[config.mk]
export PLATFORM = sky130hd
export DESIGN_NAME = frame_uart_top
export DESIGN_NICKNAME = d
export VERILOG_FILES = /design/src/rtl/capture_pkg.sv /design/src/rtl/uart_pkg.sv /design/src/rtl/capture_fsm.sv /design/src/rtl/pixel_counter.sv /design/src/rtl/frame_buffer.sv /design/src/rtl/rgb_byte_sequencer.sv /design/src/rtl/uart_tx.sv /design/src/rtl/frame_uart_top.sv
export SDC_FILE = /design/constraint.sdc
export NUM_CORES = 1
export LEC_CHECK = 0
export CORE_UTILIZATION = 25
export DETAILED_ROUTE_END_ITERATION = 7
export DONT_BUFFER_PORTS = 1
export GPL_ROUTABILITY_DRIVEN = 0
export GPL_TIMING_DRIVEN = 0
export PLACE_DENSITY_LB_ADDON = 0.08
export RECOVER_POWER = 50
export SYNTH_ARGS = -nofsm -noshare
export SYNTH_HDL_FRONTEND = slang
export SYNTH_SLANG_ARGS = --single-unit
[constraint.sdc]
create_clock -name clk -period 3.7 [get_ports clk]
set_input_delay 0 -clock clk [delete_from_list [all_inputs] [get_ports clk]]
set_output_delay 0 -clock clk [all_outputs]
set_load 0.01 [all_outputs]
[src/rtl/capture_pkg.sv]
package capture_pkg;

  //////////////////////////////
  // frame geometry
  //////////////////////////////

  // scaled-down frame, 16 x 8 pixels
  localparam int FRAME_W      = 16;
  localparam int FRAME_H      = 8;
  localparam int FRAME_PIXELS = FRAME_W * FRAME_H;

  // enough address bits to cover the whole frame
  localparam int ADDR_W = $clog2(FRAME_PIXELS);

  //////////////////////////////
  // pixel and address types
  //////////////////////////////

  // rgb332 layout
  // red 7..5, green 4..2, blue 1..0
  typedef logic [7:0] pixel_t;

  typedef logic [ADDR_W-1:0] pixel_addr_t;

  // main controller states
  typedef enum logic [1:0] {
    CAP_IDLE  = 2'd0,
    CAP_STORE = 2'd1,
    CAP_SEND  = 2'd2,
    CAP_DRAIN = 2'd3
  } capture_state_e;

endpackage

[src/rtl/uart_pkg.sv]
package uart_pkg;

  //////////////////////////////
  // serial bit timing
  //////////////////////////////

  // short divider so the serial frames stay short in simulation
  localparam int CLKS_PER_BIT = 4;
  localparam int DATA_BITS    = 8;

  // start + data + stop
  localparam int FRAME_BITS = DATA_BITS + 2;

  // baud timer and bit index widths
  localparam int BAUD_CNT_W = $clog2(CLKS_PER_BIT);
  localparam int BIT_IDX_W  = $clog2(FRAME_BITS);

  typedef logic [DATA_BITS-1:0] uart_byte_t;

  // byte order on the wire, green first
  typedef enum logic [1:0] {
    CH_GREEN = 2'd0,
    CH_BLUE  = 2'd1,
    CH_RED   = 2'd2
  } tx_channel_e;

endpackage

[src/rtl/capture_fsm.sv]
`timescale 1ns/100ps

module capture_fsm import capture_pkg::*; (
  input  logic           clk,
  input  logic           uart_reset,
  input  logic           store_req,
  input  logic           send_req,
  input  logic           pixel_valid,
  input  logic           frame_last,
  input  logic           pixel_advance,
  input  logic           tx_busy,
  output capture_state_e state,
  output logic           count_clear,
  output logic           store_write,
  output logic           send_done,
  output logic           capture_busy
);

  capture_state_e state_next;

  //////////////////////////////
  // state register
  //////////////////////////////

  always_ff @(posedge clk) begin
    if (uart_reset) begin
      state <= CAP_IDLE;
    end else begin
      state <= state_next;
    end
  end

  // next state
  // requests only count in idle, store has priority
  always_comb begin
    state_next = state;
    case (state)
      CAP_IDLE: begin
        if (store_req) begin
          state_next = CAP_STORE;
        end else if (send_req) begin
          state_next = CAP_SEND;
        end
      end
      CAP_STORE: begin
        // last write of the frame ends the capture
        if (store_write && frame_last) begin
          state_next = CAP_IDLE;
        end
      end
      CAP_SEND: begin
        // red byte of the final pixel has been started
        if (pixel_advance && frame_last) begin
          state_next = CAP_DRAIN;
        end
      end
      CAP_DRAIN: begin
        // wait out the final stop bit
        if (!tx_busy) begin
          state_next = CAP_IDLE;
        end
      end
      default: state_next = CAP_IDLE;
    endcase
  end

  //////////////////////////////
  // strobes
  //////////////////////////////

  // address reset on every exit from idle
  assign count_clear  = (state == CAP_IDLE) && (store_req || send_req);

  // pixel_valid ignored outside store
  assign store_write  = (state == CAP_STORE) && pixel_valid;

  // one cycle, the cycle after the last stop bit
  assign send_done    = (state == CAP_DRAIN) && !tx_busy;

  assign capture_busy = (state != CAP_IDLE);

endmodule

[src/rtl/pixel_counter.sv]
`timescale 1ns/100ps

module pixel_counter import capture_pkg::*; (
  input  logic        clk,
  input  logic        uart_reset,
  input  logic        count_clear,
  input  logic        store_write,
  input  logic        pixel_advance,
  output pixel_addr_t addr,
  output logic        frame_last
);

  // final address of the frame
  localparam pixel_addr_t LAST_ADDR = pixel_addr_t'(FRAME_PIXELS - 1);

  //////////////////////////////
  // frame address
  //////////////////////////////

  // store and send never advance together,
  // either strobe moves to the next pixel
  always_ff @(posedge clk) begin
    if (uart_reset) begin
      addr <= '0;
    end else if (count_clear) begin
      addr <= '0;
    end else if (store_write || pixel_advance) begin
      addr <= addr + 1'b1;
    end
  end

  // high for as long as the last pixel is addressed
  assign frame_last = (addr == LAST_ADDR);

endmodule

[src/rtl/frame_buffer.sv]
`timescale 1ns/100ps

module frame_buffer import capture_pkg::*; (
  input  logic        clk,
  input  logic        store_write,
  input  pixel_addr_t addr,
  input  pixel_t      pixel_in,
  output pixel_t      pixel_out
);

  // one pixel per address, whole frame
  pixel_t mem [FRAME_PIXELS];

  //////////////////////////////
  // write port
  //////////////////////////////

  always_ff @(posedge clk) begin
    if (store_write) begin
      mem[addr] <= pixel_in;
    end
  end

  //////////////////////////////
  // read port
  //////////////////////////////

  // registered read, data one cycle after the address
  // a same-cycle write returns the old word
  always_ff @(posedge clk) begin
    pixel_out <= mem[addr];
  end

endmodule

[src/rtl/rgb_byte_sequencer.sv]
`timescale 1ns/100ps

module rgb_byte_sequencer
  import capture_pkg::*;
  import uart_pkg::*;
(
  input  logic           clk,
  input  logic           uart_reset,
  input  capture_state_e state,
  input  logic           count_clear,
  input  logic           tx_busy,
  input  pixel_t         pixel_out,
  output logic           tx_start,
  output logic           pixel_advance,
  output uart_byte_t     tx_data
);

  tx_channel_e channel;

  // read data not yet valid after an address change
  logic read_wait;

  // start issued on the previous cycle
  logic start_q;

  //////////////////////////////
  // start and advance
  //////////////////////////////

  // one byte per channel, only while sending
  assign tx_start = (state == CAP_SEND) && !read_wait && !tx_busy && !start_q;

  // red closes the pixel
  assign pixel_advance = tx_start && (channel == CH_RED);

  always_ff @(posedge clk) begin
    if (uart_reset) begin
      read_wait <= 1'b0;
      start_q   <= 1'b0;
    end else begin
      // covers the one-cycle read latency
      read_wait <= count_clear || pixel_advance;
      start_q   <= tx_start;
    end
  end

  //////////////////////////////
  // channel walk
  //////////////////////////////

  always_ff @(posedge clk) begin
    if (uart_reset) begin
      channel <= CH_GREEN;
    end else if (count_clear) begin
      channel <= CH_GREEN;
    end else if (tx_start) begin
      case (channel)
        CH_GREEN: channel <= CH_BLUE;
        CH_BLUE:  channel <= CH_RED;
        default:  channel <= CH_GREEN;
      endcase
    end
  end

  // byte format
  // channel bits moved to the top, zeros below
  always_comb begin
    case (channel)
      CH_GREEN: tx_data = {pixel_out[4:2], 5'b0};
      CH_BLUE:  tx_data = {pixel_out[1:0], 6'b0};
      CH_RED:   tx_data = {pixel_out[7:5], 5'b0};
      default:  tx_data = '0;
    endcase
  end

endmodule

[src/rtl/uart_tx.sv]
`timescale 1ns/100ps

module uart_tx import uart_pkg::*; (
  input  logic       clk,
  input  logic       uart_reset,
  input  logic       tx_start,
  input  uart_byte_t tx_data,
  output logic       txd,
  output logic       tx_busy
);

  localparam logic [BAUD_CNT_W-1:0] BAUD_LAST = BAUD_CNT_W'(CLKS_PER_BIT - 1);
  localparam logic [BIT_IDX_W-1:0]  STOP_IDX  = BIT_IDX_W'(DATA_BITS);
  localparam logic [BIT_IDX_W-1:0]  LAST_IDX  = BIT_IDX_W'(FRAME_BITS - 1);

  logic [BAUD_CNT_W-1:0] baud_cnt;

  // 0 start, 1..8 data, 9 stop
  logic [BIT_IDX_W-1:0]  bit_idx;

  uart_byte_t shift_q;

  // a start only counts while idle
  logic accept;
  logic bit_end;

  assign accept  = tx_start && !tx_busy;
  assign bit_end = tx_busy && (baud_cnt == BAUD_LAST);

  //////////////////////////////
  // line and timers
  //////////////////////////////

  always_ff @(posedge clk) begin
    if (uart_reset) begin
      txd      <= 1'b1;
      tx_busy  <= 1'b0;
      baud_cnt <= '0;
      bit_idx  <= '0;
    end else if (accept) begin
      // start bit from the next cycle
      txd      <= 1'b0;
      tx_busy  <= 1'b1;
      baud_cnt <= '0;
      bit_idx  <= '0;
    end else if (tx_busy) begin
      baud_cnt <= baud_cnt + 1'b1;
      if (bit_end) begin
        baud_cnt <= '0;
        bit_idx  <= bit_idx + 1'b1;
        if (bit_idx == LAST_IDX) begin
          // stop bit done, line already high
          tx_busy <= 1'b0;
          bit_idx <= '0;
        end else if (bit_idx == STOP_IDX) begin
          txd <= 1'b1;
        end else begin
          // lsb first
          txd <= shift_q[0];
        end
      end
    end
  end

  // data shifter
  always_ff @(posedge clk) begin
    if (accept) begin
      shift_q <= tx_data;
    end else if (bit_end && (bit_idx < STOP_IDX)) begin
      shift_q <= shift_q >> 1;
    end
  end

endmodule

[src/rtl/frame_uart_top.sv]
`timescale 1ns/100ps

module frame_uart_top
  import capture_pkg::*;
  import uart_pkg::*;
(
  input  logic   clk,
  input  logic   uart_reset,
  input  logic   store_req,
  input  logic   send_req,
  input  pixel_t pixel_in,
  input  logic   pixel_valid,
  output logic   txd,
  output logic   capture_busy,
  output logic   send_done
);

  capture_state_e state;
  logic           count_clear;
  logic           store_write;
  logic           pixel_advance;
  logic           frame_last;
  logic           tx_start;
  logic           tx_busy;
  pixel_addr_t    addr;
  pixel_t         pixel_out;
  uart_byte_t     tx_data;

  //////////////////////////////
  // control
  //////////////////////////////

  capture_fsm u_capture_fsm (
    .clk           (clk),
    .uart_reset    (uart_reset),
    .store_req     (store_req),
    .send_req      (send_req),
    .pixel_valid   (pixel_valid),
    .frame_last    (frame_last),
    .pixel_advance (pixel_advance),
    .tx_busy       (tx_busy),
    .state         (state),
    .count_clear   (count_clear),
    .store_write   (store_write),
    .send_done     (send_done),
    .capture_busy  (capture_busy)
  );

  // shared address for capture and readback
  pixel_counter u_pixel_counter (
    .clk           (clk),
    .uart_reset    (uart_reset),
    .count_clear   (count_clear),
    .store_write   (store_write),
    .pixel_advance (pixel_advance),
    .addr          (addr),
    .frame_last    (frame_last)
  );

  //////////////////////////////
  // datapath
  //////////////////////////////

  frame_buffer u_frame_buffer (
    .clk         (clk),
    .store_write (store_write),
    .addr        (addr),
    .pixel_in    (pixel_in),
    .pixel_out   (pixel_out)
  );

  // three bytes per pixel, g b r
  rgb_byte_sequencer u_rgb_byte_sequencer (
    .clk           (clk),
    .uart_reset    (uart_reset),
    .state         (state),
    .count_clear   (count_clear),
    .tx_busy       (tx_busy),
    .pixel_out     (pixel_out),
    .tx_start      (tx_start),
    .pixel_advance (pixel_advance),
    .tx_data       (tx_data)
  );

  uart_tx u_uart_tx (
    .clk        (clk),
    .uart_reset (uart_reset),
    .tx_start   (tx_start),
    .tx_data    (tx_data),
    .txd        (txd),
    .tx_busy    (tx_busy)
  );

endmodule

==> flow_summary.toml, run 1 <==
[global_route]
grt_pass1_vias = 20200
grt_pass1_wl_um = 168000
grtUsageTotal_pct = 14.9
grt_max_degree = 129
antenna_found_initial = 16
gr-total-overflow = 0

[job]
maxCapViolCount = 8

[placement]
postPlaceCellArea_um2 = 43700
pre_cts_slack_ns = -1.94
dp_hpwl_um = 77800
port_buffers = 0

[timing]
fin_ws_ns = 0.0445
worstMarginPinSlew_ns = 3.27
max_slew_margin_pct = -118
max_freq_mhz = 274
rsz0062_at_grt = "yes"
hold_violations = 0
tns_ns = 0
fin_crit_ns = 3.66
finalSetupViolCount = 0
finalCritPeriodShare_pct = 98.8
fin_skew_ns = 0.0263
drv_slew = 1032

[clocking]
clock_sinks = 1061
clk-insertion-delay-late_ns = 0.74
cts_root_buf = "clkbuf_16"
htreeDepth = 4
cts_buffer_depth = 3
cts_inserted_buffers = 130
clkTransAtPathRegs_ns = 0.06
tritoncts = "done"

[routing]
drt_iter0_markers = 1410
postRouteAntennaNets = 0
top_layer = "met4"
wl_met3_um = 4630
viasPerCell = 4.53
drc = 0
avgRoutedWirePerCell_um = 28.8
wl_met1_um = 54400
dr.pass1.iters = 5
wl_met2_um = 60900
routed_wl_um = 122000
vias = 19200

[logic_synthesis]
post_synth.cell_area_avg_um2 = 23.0
ys_types = 40
synth_seq_cells = 1061
ys_seq_area_share_pct = 77.0
synth_area_um2 = 41000
yosys_warnings = 0
syn-num-nets = 1793
async_flop_share_pct = 0
synth_edf_count = 1032
netlist_instances = 1778
synthFlopType = "edfxtp_1"

[floorplanning]
die_y_um = 407
coreArea_um2 = 163000
num_rows = 148
die_x_um = 407
start_util_pct = 25.2
io_pins = 16
dieArea_um2 = 166000

[setup_path]
critPathArrivalTime_ns = 4.03
crit_type = "reg2reg"
cpPeakStageDelay_ns = 0.53
startpoint_type = "flop"
required_ns = 4.08
cp-end-kind = "flop"
crit_chain = "buf_2 -> buf_6 -> buf_4 -> inv_1 -> nor2_1 -> nand2_2 -> clkbuf_4 -> nor2_2"
worst-path-max-fanout = 10
cpMaxStageDelayCell = "nor2_2"

[pwr]
total_power_mw = 25.8
power.leakage_nw = 14.1
p_per_area_nw_per_um2 = 531
peakVddDrop_v = 0.000394

[cells_and_area]
nets = 1978
syn_to_final_growth_pct = 18.3
seq_area_um2 = 31600
final_core_util_pct = 29.8
design_area_um2 = 48500
mostFrequentLayoutCells = "edfxtp_1 (1032), mux4_2 (336), clkbuf_16 (137), nor2_1 (81), clkbuf_1 (62)"
final_common_cell = "edfxtp_1"
drive_gt1_share_pct = 33.5
multi_input_area_um2 = 9250
num-fill-cells = 15700

[worst_hold_path]
min_path_type = "in2reg"

[outcome]
outcome = "complete, but fails checks"
violations = "capacitance limit, slew limit"
-- worst max-delay path, delay by kind of cell (launching register included) --
family | cells | cell delay (ns)
simple gates | 3 | 1.49
buf+inv | 5 | 1.39
flops | 1 | 0.34
-- path summary, 6_finish.rpt --
check	start	to	slack [ns]	cells past startpoint
min reg2reg	u_uart_tx.baud_cnt[1]$_SDFFE_PP0P_	u_uart_tx.baud_cnt[1]$_SDFFE_PP0P_	0.50	2
max	u_pixel_counter.addr[0]$_SDFFE_PP0P_	u_frame_buffer.mem[91][4]$_DFFE_PP_	0.04	8
min	store_req	u_capture_fsm.state[0]$_SDFFE_PP0P_	0.13	3
max reg2reg	u_pixel_counter.addr[0]$_SDFFE_PP0P_	u_frame_buffer.mem[91][4]$_DFFE_PP_	0.04	8
-- cell usage after synthesis (2+ instances only) --
library cell | number | area, um2
nor2b_1 | 9 | 56.3
mux2_2 | 8 | 90.1
clkbuf_1 | 60 | 225
xor2_1 | 3 | 26.3
nor2_1 | 152 | 571
nand4_1 | 2 | 12.5
or4_1 | 2 | 15.0
buf_6 | 2 | 22.5
or3_1 | 5 | 31.3
o31ai_1 | 4 | 30.0
dfxtp_1 | 29 | 581
ha_1 | 2 | 25.0
nand3_1 | 11 | 55.1
a21oi_1 | 13 | 65.1
inv_1 | 6 | 22.5
mux2i_1 | 6 | 60.1
o21ai_0 | 7 | 35.0
o21bai_1 | 2 | 15.0
buf_4 | 12 | 90.1
nand2b_1 | 4 | 25.0
nor3_1 | 2 | 10.0
buf_2 | 11 | 55.1
edfxtp_1 | 1032 | 31000
nand2_1 | 22 | 82.6
and2_1 | 5 | 31.3
nor3b_1 | 2 | 15.0
mux4_2 | 336 | 7570
buf_1 | 15 | 56.3
or2_2 | 3 | 18.8
-- kinds of logic (layout without fill, tap and decap cells) --
logic type | after synthesis | in the layout | share of synthesized area, %
flops | 1061 | 1061 | 77.0
other cells | 0 | 1 | 0
fa+ha+maj | 2 | 2 | 0.0611
mux | 350 | 350 | 18.8
xor+xnor | 4 | 4 | 0.0855
buf+inv | 106 | 389 | 1.15
compound gates | 32 | 32 | 0.492
simple gates | 223 | 223 | 2.33
-- layout make-up --
class / count / share of cell area (%)
inverter: 6 / 0.0465
clock inverter: 60 / 0.728
tap: 2175 / 5.61
antenna: 1 / 0.00516
timing repair buffer: 54 / 0.883
buffer: 99 / 1.15
multi-input combinational: 611 / 19.1
clock buffer: 170 / 7.37
sequential: 1061 / 65.1
-- metrics by stage --
step	hold WS, ns	instances
after floorplan	0.0691	1778
after global placement	0.0739	3953
after detailed placement	0.0765	3953
after CTS	0.0343	4237
after global routing	0.137	4236
final	0.130	4237
-- power breakdown --
part / leakage (nW) / internal (mW) / switching (mW) / total [mW]
clock: 1.92 / 6.96 / 4.90 / 11.9
combinational: 2.69 / 0.212 / 0.446 / 0.658
sequential: 9.51 / 13.2 / 0.00932 / 13.2
-- state kept, by name, indices dropped and copies added, names as in the netlist --
| signal | flops |
|---|---|
| u_uart_tx.tx_busy | 1 |
| u_pixel_counter.addr | 7 |
| u_rgb_byte_sequencer.start_q | 1 |
| u_uart_tx.txd | 1 |
| u_rgb_byte_sequencer.read_wait | 1 |
| u_frame_buffer.mem | 1024 |
| u_frame_buffer.pixel_out | 8 |
| u_uart_tx.bit_idx | 4 |
| u_uart_tx.baud_cnt | 2 |
| u_capture_fsm.state | 2 |
| u_uart_tx.shift_q | 8 |
| u_rgb_byte_sequencer.channel | 2 |
-- repair_timing --
item                                    CTS  global route
pin swaps                                20             0
buffers inserted                         29             0
endpoints found under the hold margin  1045             0
resized for setup                       137            26
setup endpoints to repair              1033           291
hold buffers                             25             0
gates cloned                              0             0
-- metal layers --
layer	vias up	global-route usage (%)
li1	7912	-
met1	10700	20.1
met2	416	25.1
met3	139	2.49
met4	0	3.55
met5	-	0
Note: power is estimated with default switching activity, not from simulation.
==> run 2: changes to the inputs <==
- ABC_AREA: default -> 1
- clock period: 3.7 -> 3.85 ns (I/O delays scaled with it)
==> run 2 against run 1 <==
  * Synthesized area grew 12%
  * Die area is 11% higher
  * The run still ends with capacitance limit, slew limit left
  * Clock-buffer cell count rose by 4
  * Sequential share of layout area fell by 5.9 points
  * Flip-flop and latch count unchanged
  * Worst hold slack worse by 0.035 ns
  * Largest cell class unchanged
  * Core utilization decreased by 0.33 points
  * Wire length is 38% higher
==> flow_summary.toml, run 2 <==
[timing]
worstMarginPinSlew_ns = 3.91
tns_ns = 0
finalSetupViolCount = 0
drv_slew = 1034
finalCritPeriodShare_pct = 98.3
fin_skew_ns = 0.0356
hold_violations = 0
rsz0062_at_grt = "yes"
max_freq_mhz = 264
max_slew_margin_pct = -160
fin_ws_ns = 0.0659
fin_crit_ns = 3.78
holdWs_ns = 0.0948

[placement]
dp_hpwl_um = 109000
dp_cells = 6850
postPlaceCellArea_um2 = 48800
port_buffers = 0
pre_cts_slack_ns = -1.23

[logic_synthesis]
synth_common_cells = "nand2_1 (1228), edfxtp_1 (1032), inv_1 (854)"
post-synth-top-count-cell = "nand2_1"
synthFlopType = "edfxtp_1"
netlist_instances = 4476
synth_edf_count = 1032
synth_area_um2 = 45700
synth_top_area_share_pct = 67.8
post_synth.cell_area_avg_um2 = 10.2
synth_seq_cells = 1061
yosys_warnings = 0
syn-num-nets = 4491
ys_seq_area_share_pct = 69.1
async_flop_share_pct = 0
netlist_top_cells_area = "edfxtp_1 (68%), nand2_1 (10%), inv_1 (7.0%), nand3_1 (4.8%), nor2_1 (3.3%)"
ys_types = 31
synth_area_leader_cell = "edfxtp_1"

[floorplanning]
die_y_um = 430
io_pins = 16
start_util_pct = 25.2
coreArea_um2 = 181000
num_rows = 156
die_x_um = 430
dieArea_um2 = 184000

[cells_and_area]
stdcell_count = 7117
nets = 4652
seq_area_um2 = 31600
drive_gt1_share_pct = 9.51
design_area_um2 = 53400
num-fill-cells = 19000
regMostFlops = "u_frame_buffer.mem"
final_core_util_pct = 29.5
final_common_cell = "nand2_1"
largest_reg_flops = 1024
mostFrequentLayoutCells = "nand2_1 (1228), edfxtp_1 (1032), inv_1 (854), nand3_1 (430), nor2_1 (333)"
syn_to_final_growth_pct = 16.8
reg_top3 = "u_frame_buffer.mem x1024, u_frame_buffer.pixel_out x8, u_uart_tx.shift_q x8"
multi_input_area_um2 = 10300

[clocking]
cts_buffer_depth = 3
clk-insertion-delay-late_ns = 0.78
cts_root_buf = "clkbuf_16"
htreeDepth = 4
clkTransAtPathRegs_ns = 0.06
cts_inserted_buffers = 135
tritoncts = "done"
clock_sinks = 1061

[routing]
viasPerCell = 4.25
routed_wl_um = 168000
drc = 0
avgRoutedWirePerCell_um = 23.6
drt_iter0_markers = 2154
postRouteAntennaNets = 0
vias = 30300
dr.pass1.iters = 5

[setup_path]
reg2reg_depth = 7
r2r_end = "u_frame_buffer.mem[61][3]$_DFFE_PP_"
crit_type = "reg2reg"
cp-end-kind = "flop"
r2r_start = "u_pixel_counter.addr[0]$_SDFFE_PP0P_"
worst-path-max-fanout = 10
reg2reg_slack_ns = 0.07
required_ns = 4.26
critPathArrivalTime_ns = 4.19
startpoint_type = "flop"

[global_route]
grt_max_degree = 129
grt_pass1_vias = 29000
antenna_found_initial = 8
grt_pass1_wl_um = 232000
gr-total-overflow = 0
grtUsageTotal_pct = 18.0

[outcome]
violations = "capacitance limit, slew limit"
outcome = "complete, but fails checks"

[pwr]
peakVddDrop_v = 0.000458
power.leakage_nw = 21.8
total_power_mw = 26.8
p_per_area_nw_per_um2 = 501

[job]
maxCapViolCount = 8

[worst_hold_path]
hold_end = "u_rgb_byte_sequencer.start_q$_SDFF_PP0_"
worstHoldStart = "uart_reset"
min_path_type = "in2reg"
min_path_cells = 2
[run 2: cell families (layout without fill, tap and decap cells)]
kind of cell / after synthesis / after routing / share of synthesized area [%]
buffers and inverters: 1053 / 1318 / 9.11
AND/OR/NAND/NOR: 2181 / 2181 / 19.7
adder cells (fa/ha/maj): 2 / 2 / 0.0548
other: 0 / 6 / 0
flip-flops: 1061 / 1061 / 69.1
AO/OA/AOI/OAI: 179 / 179 / 2.03
[run 2: layout make-up]
cell class,instances,share of cell area (%)
well taps,2370,5.56
inverters,860,6.05
multi-input cells,2362,19.2
diodes,6,0.0281
clock buffers,174,6.86
repair buffers,26,0.485
flip-flops and latches,1061,59.2
clock inverters,67,0.814
plain buffers,191,1.78
[run 2: critical path: stages, from the launching register on]
cell,delay (ns)
dfxtp_1,0.35
buf_4,0.20
buf_2,0.34
buf_2,0.35
buf_2,0.39
nand3_2,0.52
buf_2,0.64
nor2_2,0.56
[run 2: routing by layer]
metal	GRT usage [%]	part of all wire [%]	vias to the layer above
met5	0	0	-
met1	25.6	48	15000
met2	28.9	46	515
li1	-	-	14600
met3	2.52	3.5	161
met4	4.41	2.0	0
[run 2: what timing repair did]
item | 4_1_cts | 5_1_grt
buffers inserted | 0 | 0
resized for setup | 92 | 9
hold buffers | 22 | 0
hold endpoints to repair | 1061 | 0
setup endpoints to repair | 960 | 83
[run 2: where the power goes]
part | internal (mW) | total (mW) | switching (mW)
Combinational | 0.405 | 1.93 | 1.52
Sequential | 12.8 | 12.8 | 0.0378
Clock | 6.89 | 12.0 | 5.11
[run 2: worst max path at each step]
stage | from | end | slack [ns]
after floorplan | u_pixel_counter.addr[1]$_SDFFE_PP0P_ | u_frame_buffer.mem[51][0]$_DFFE_PP_ | 1.73
after global placement | u_pixel_counter.addr[1]$_SDFFE_PP0P_ | u_frame_buffer.mem[74][2]$_DFFE_PP_ | -1.68
after detailed placement | u_pixel_counter.addr[1]$_SDFFE_PP0P_ | u_frame_buffer.mem[78][1]$_DFFE_PP_ | -1.23
after CTS | u_pixel_counter.addr[3]$_SDFFE_PP0P_ | u_frame_buffer.mem[105][1]$_DFFE_PP_ | 0.003
after global routing | u_pixel_counter.addr[0]$_SDFFE_PP0P_ | u_frame_buffer.mem[61][3]$_DFFE_PP_ | -0.02
final | u_pixel_counter.addr[0]$_SDFFE_PP0P_ | u_frame_buffer.mem[61][3]$_DFFE_PP_ | 0.07
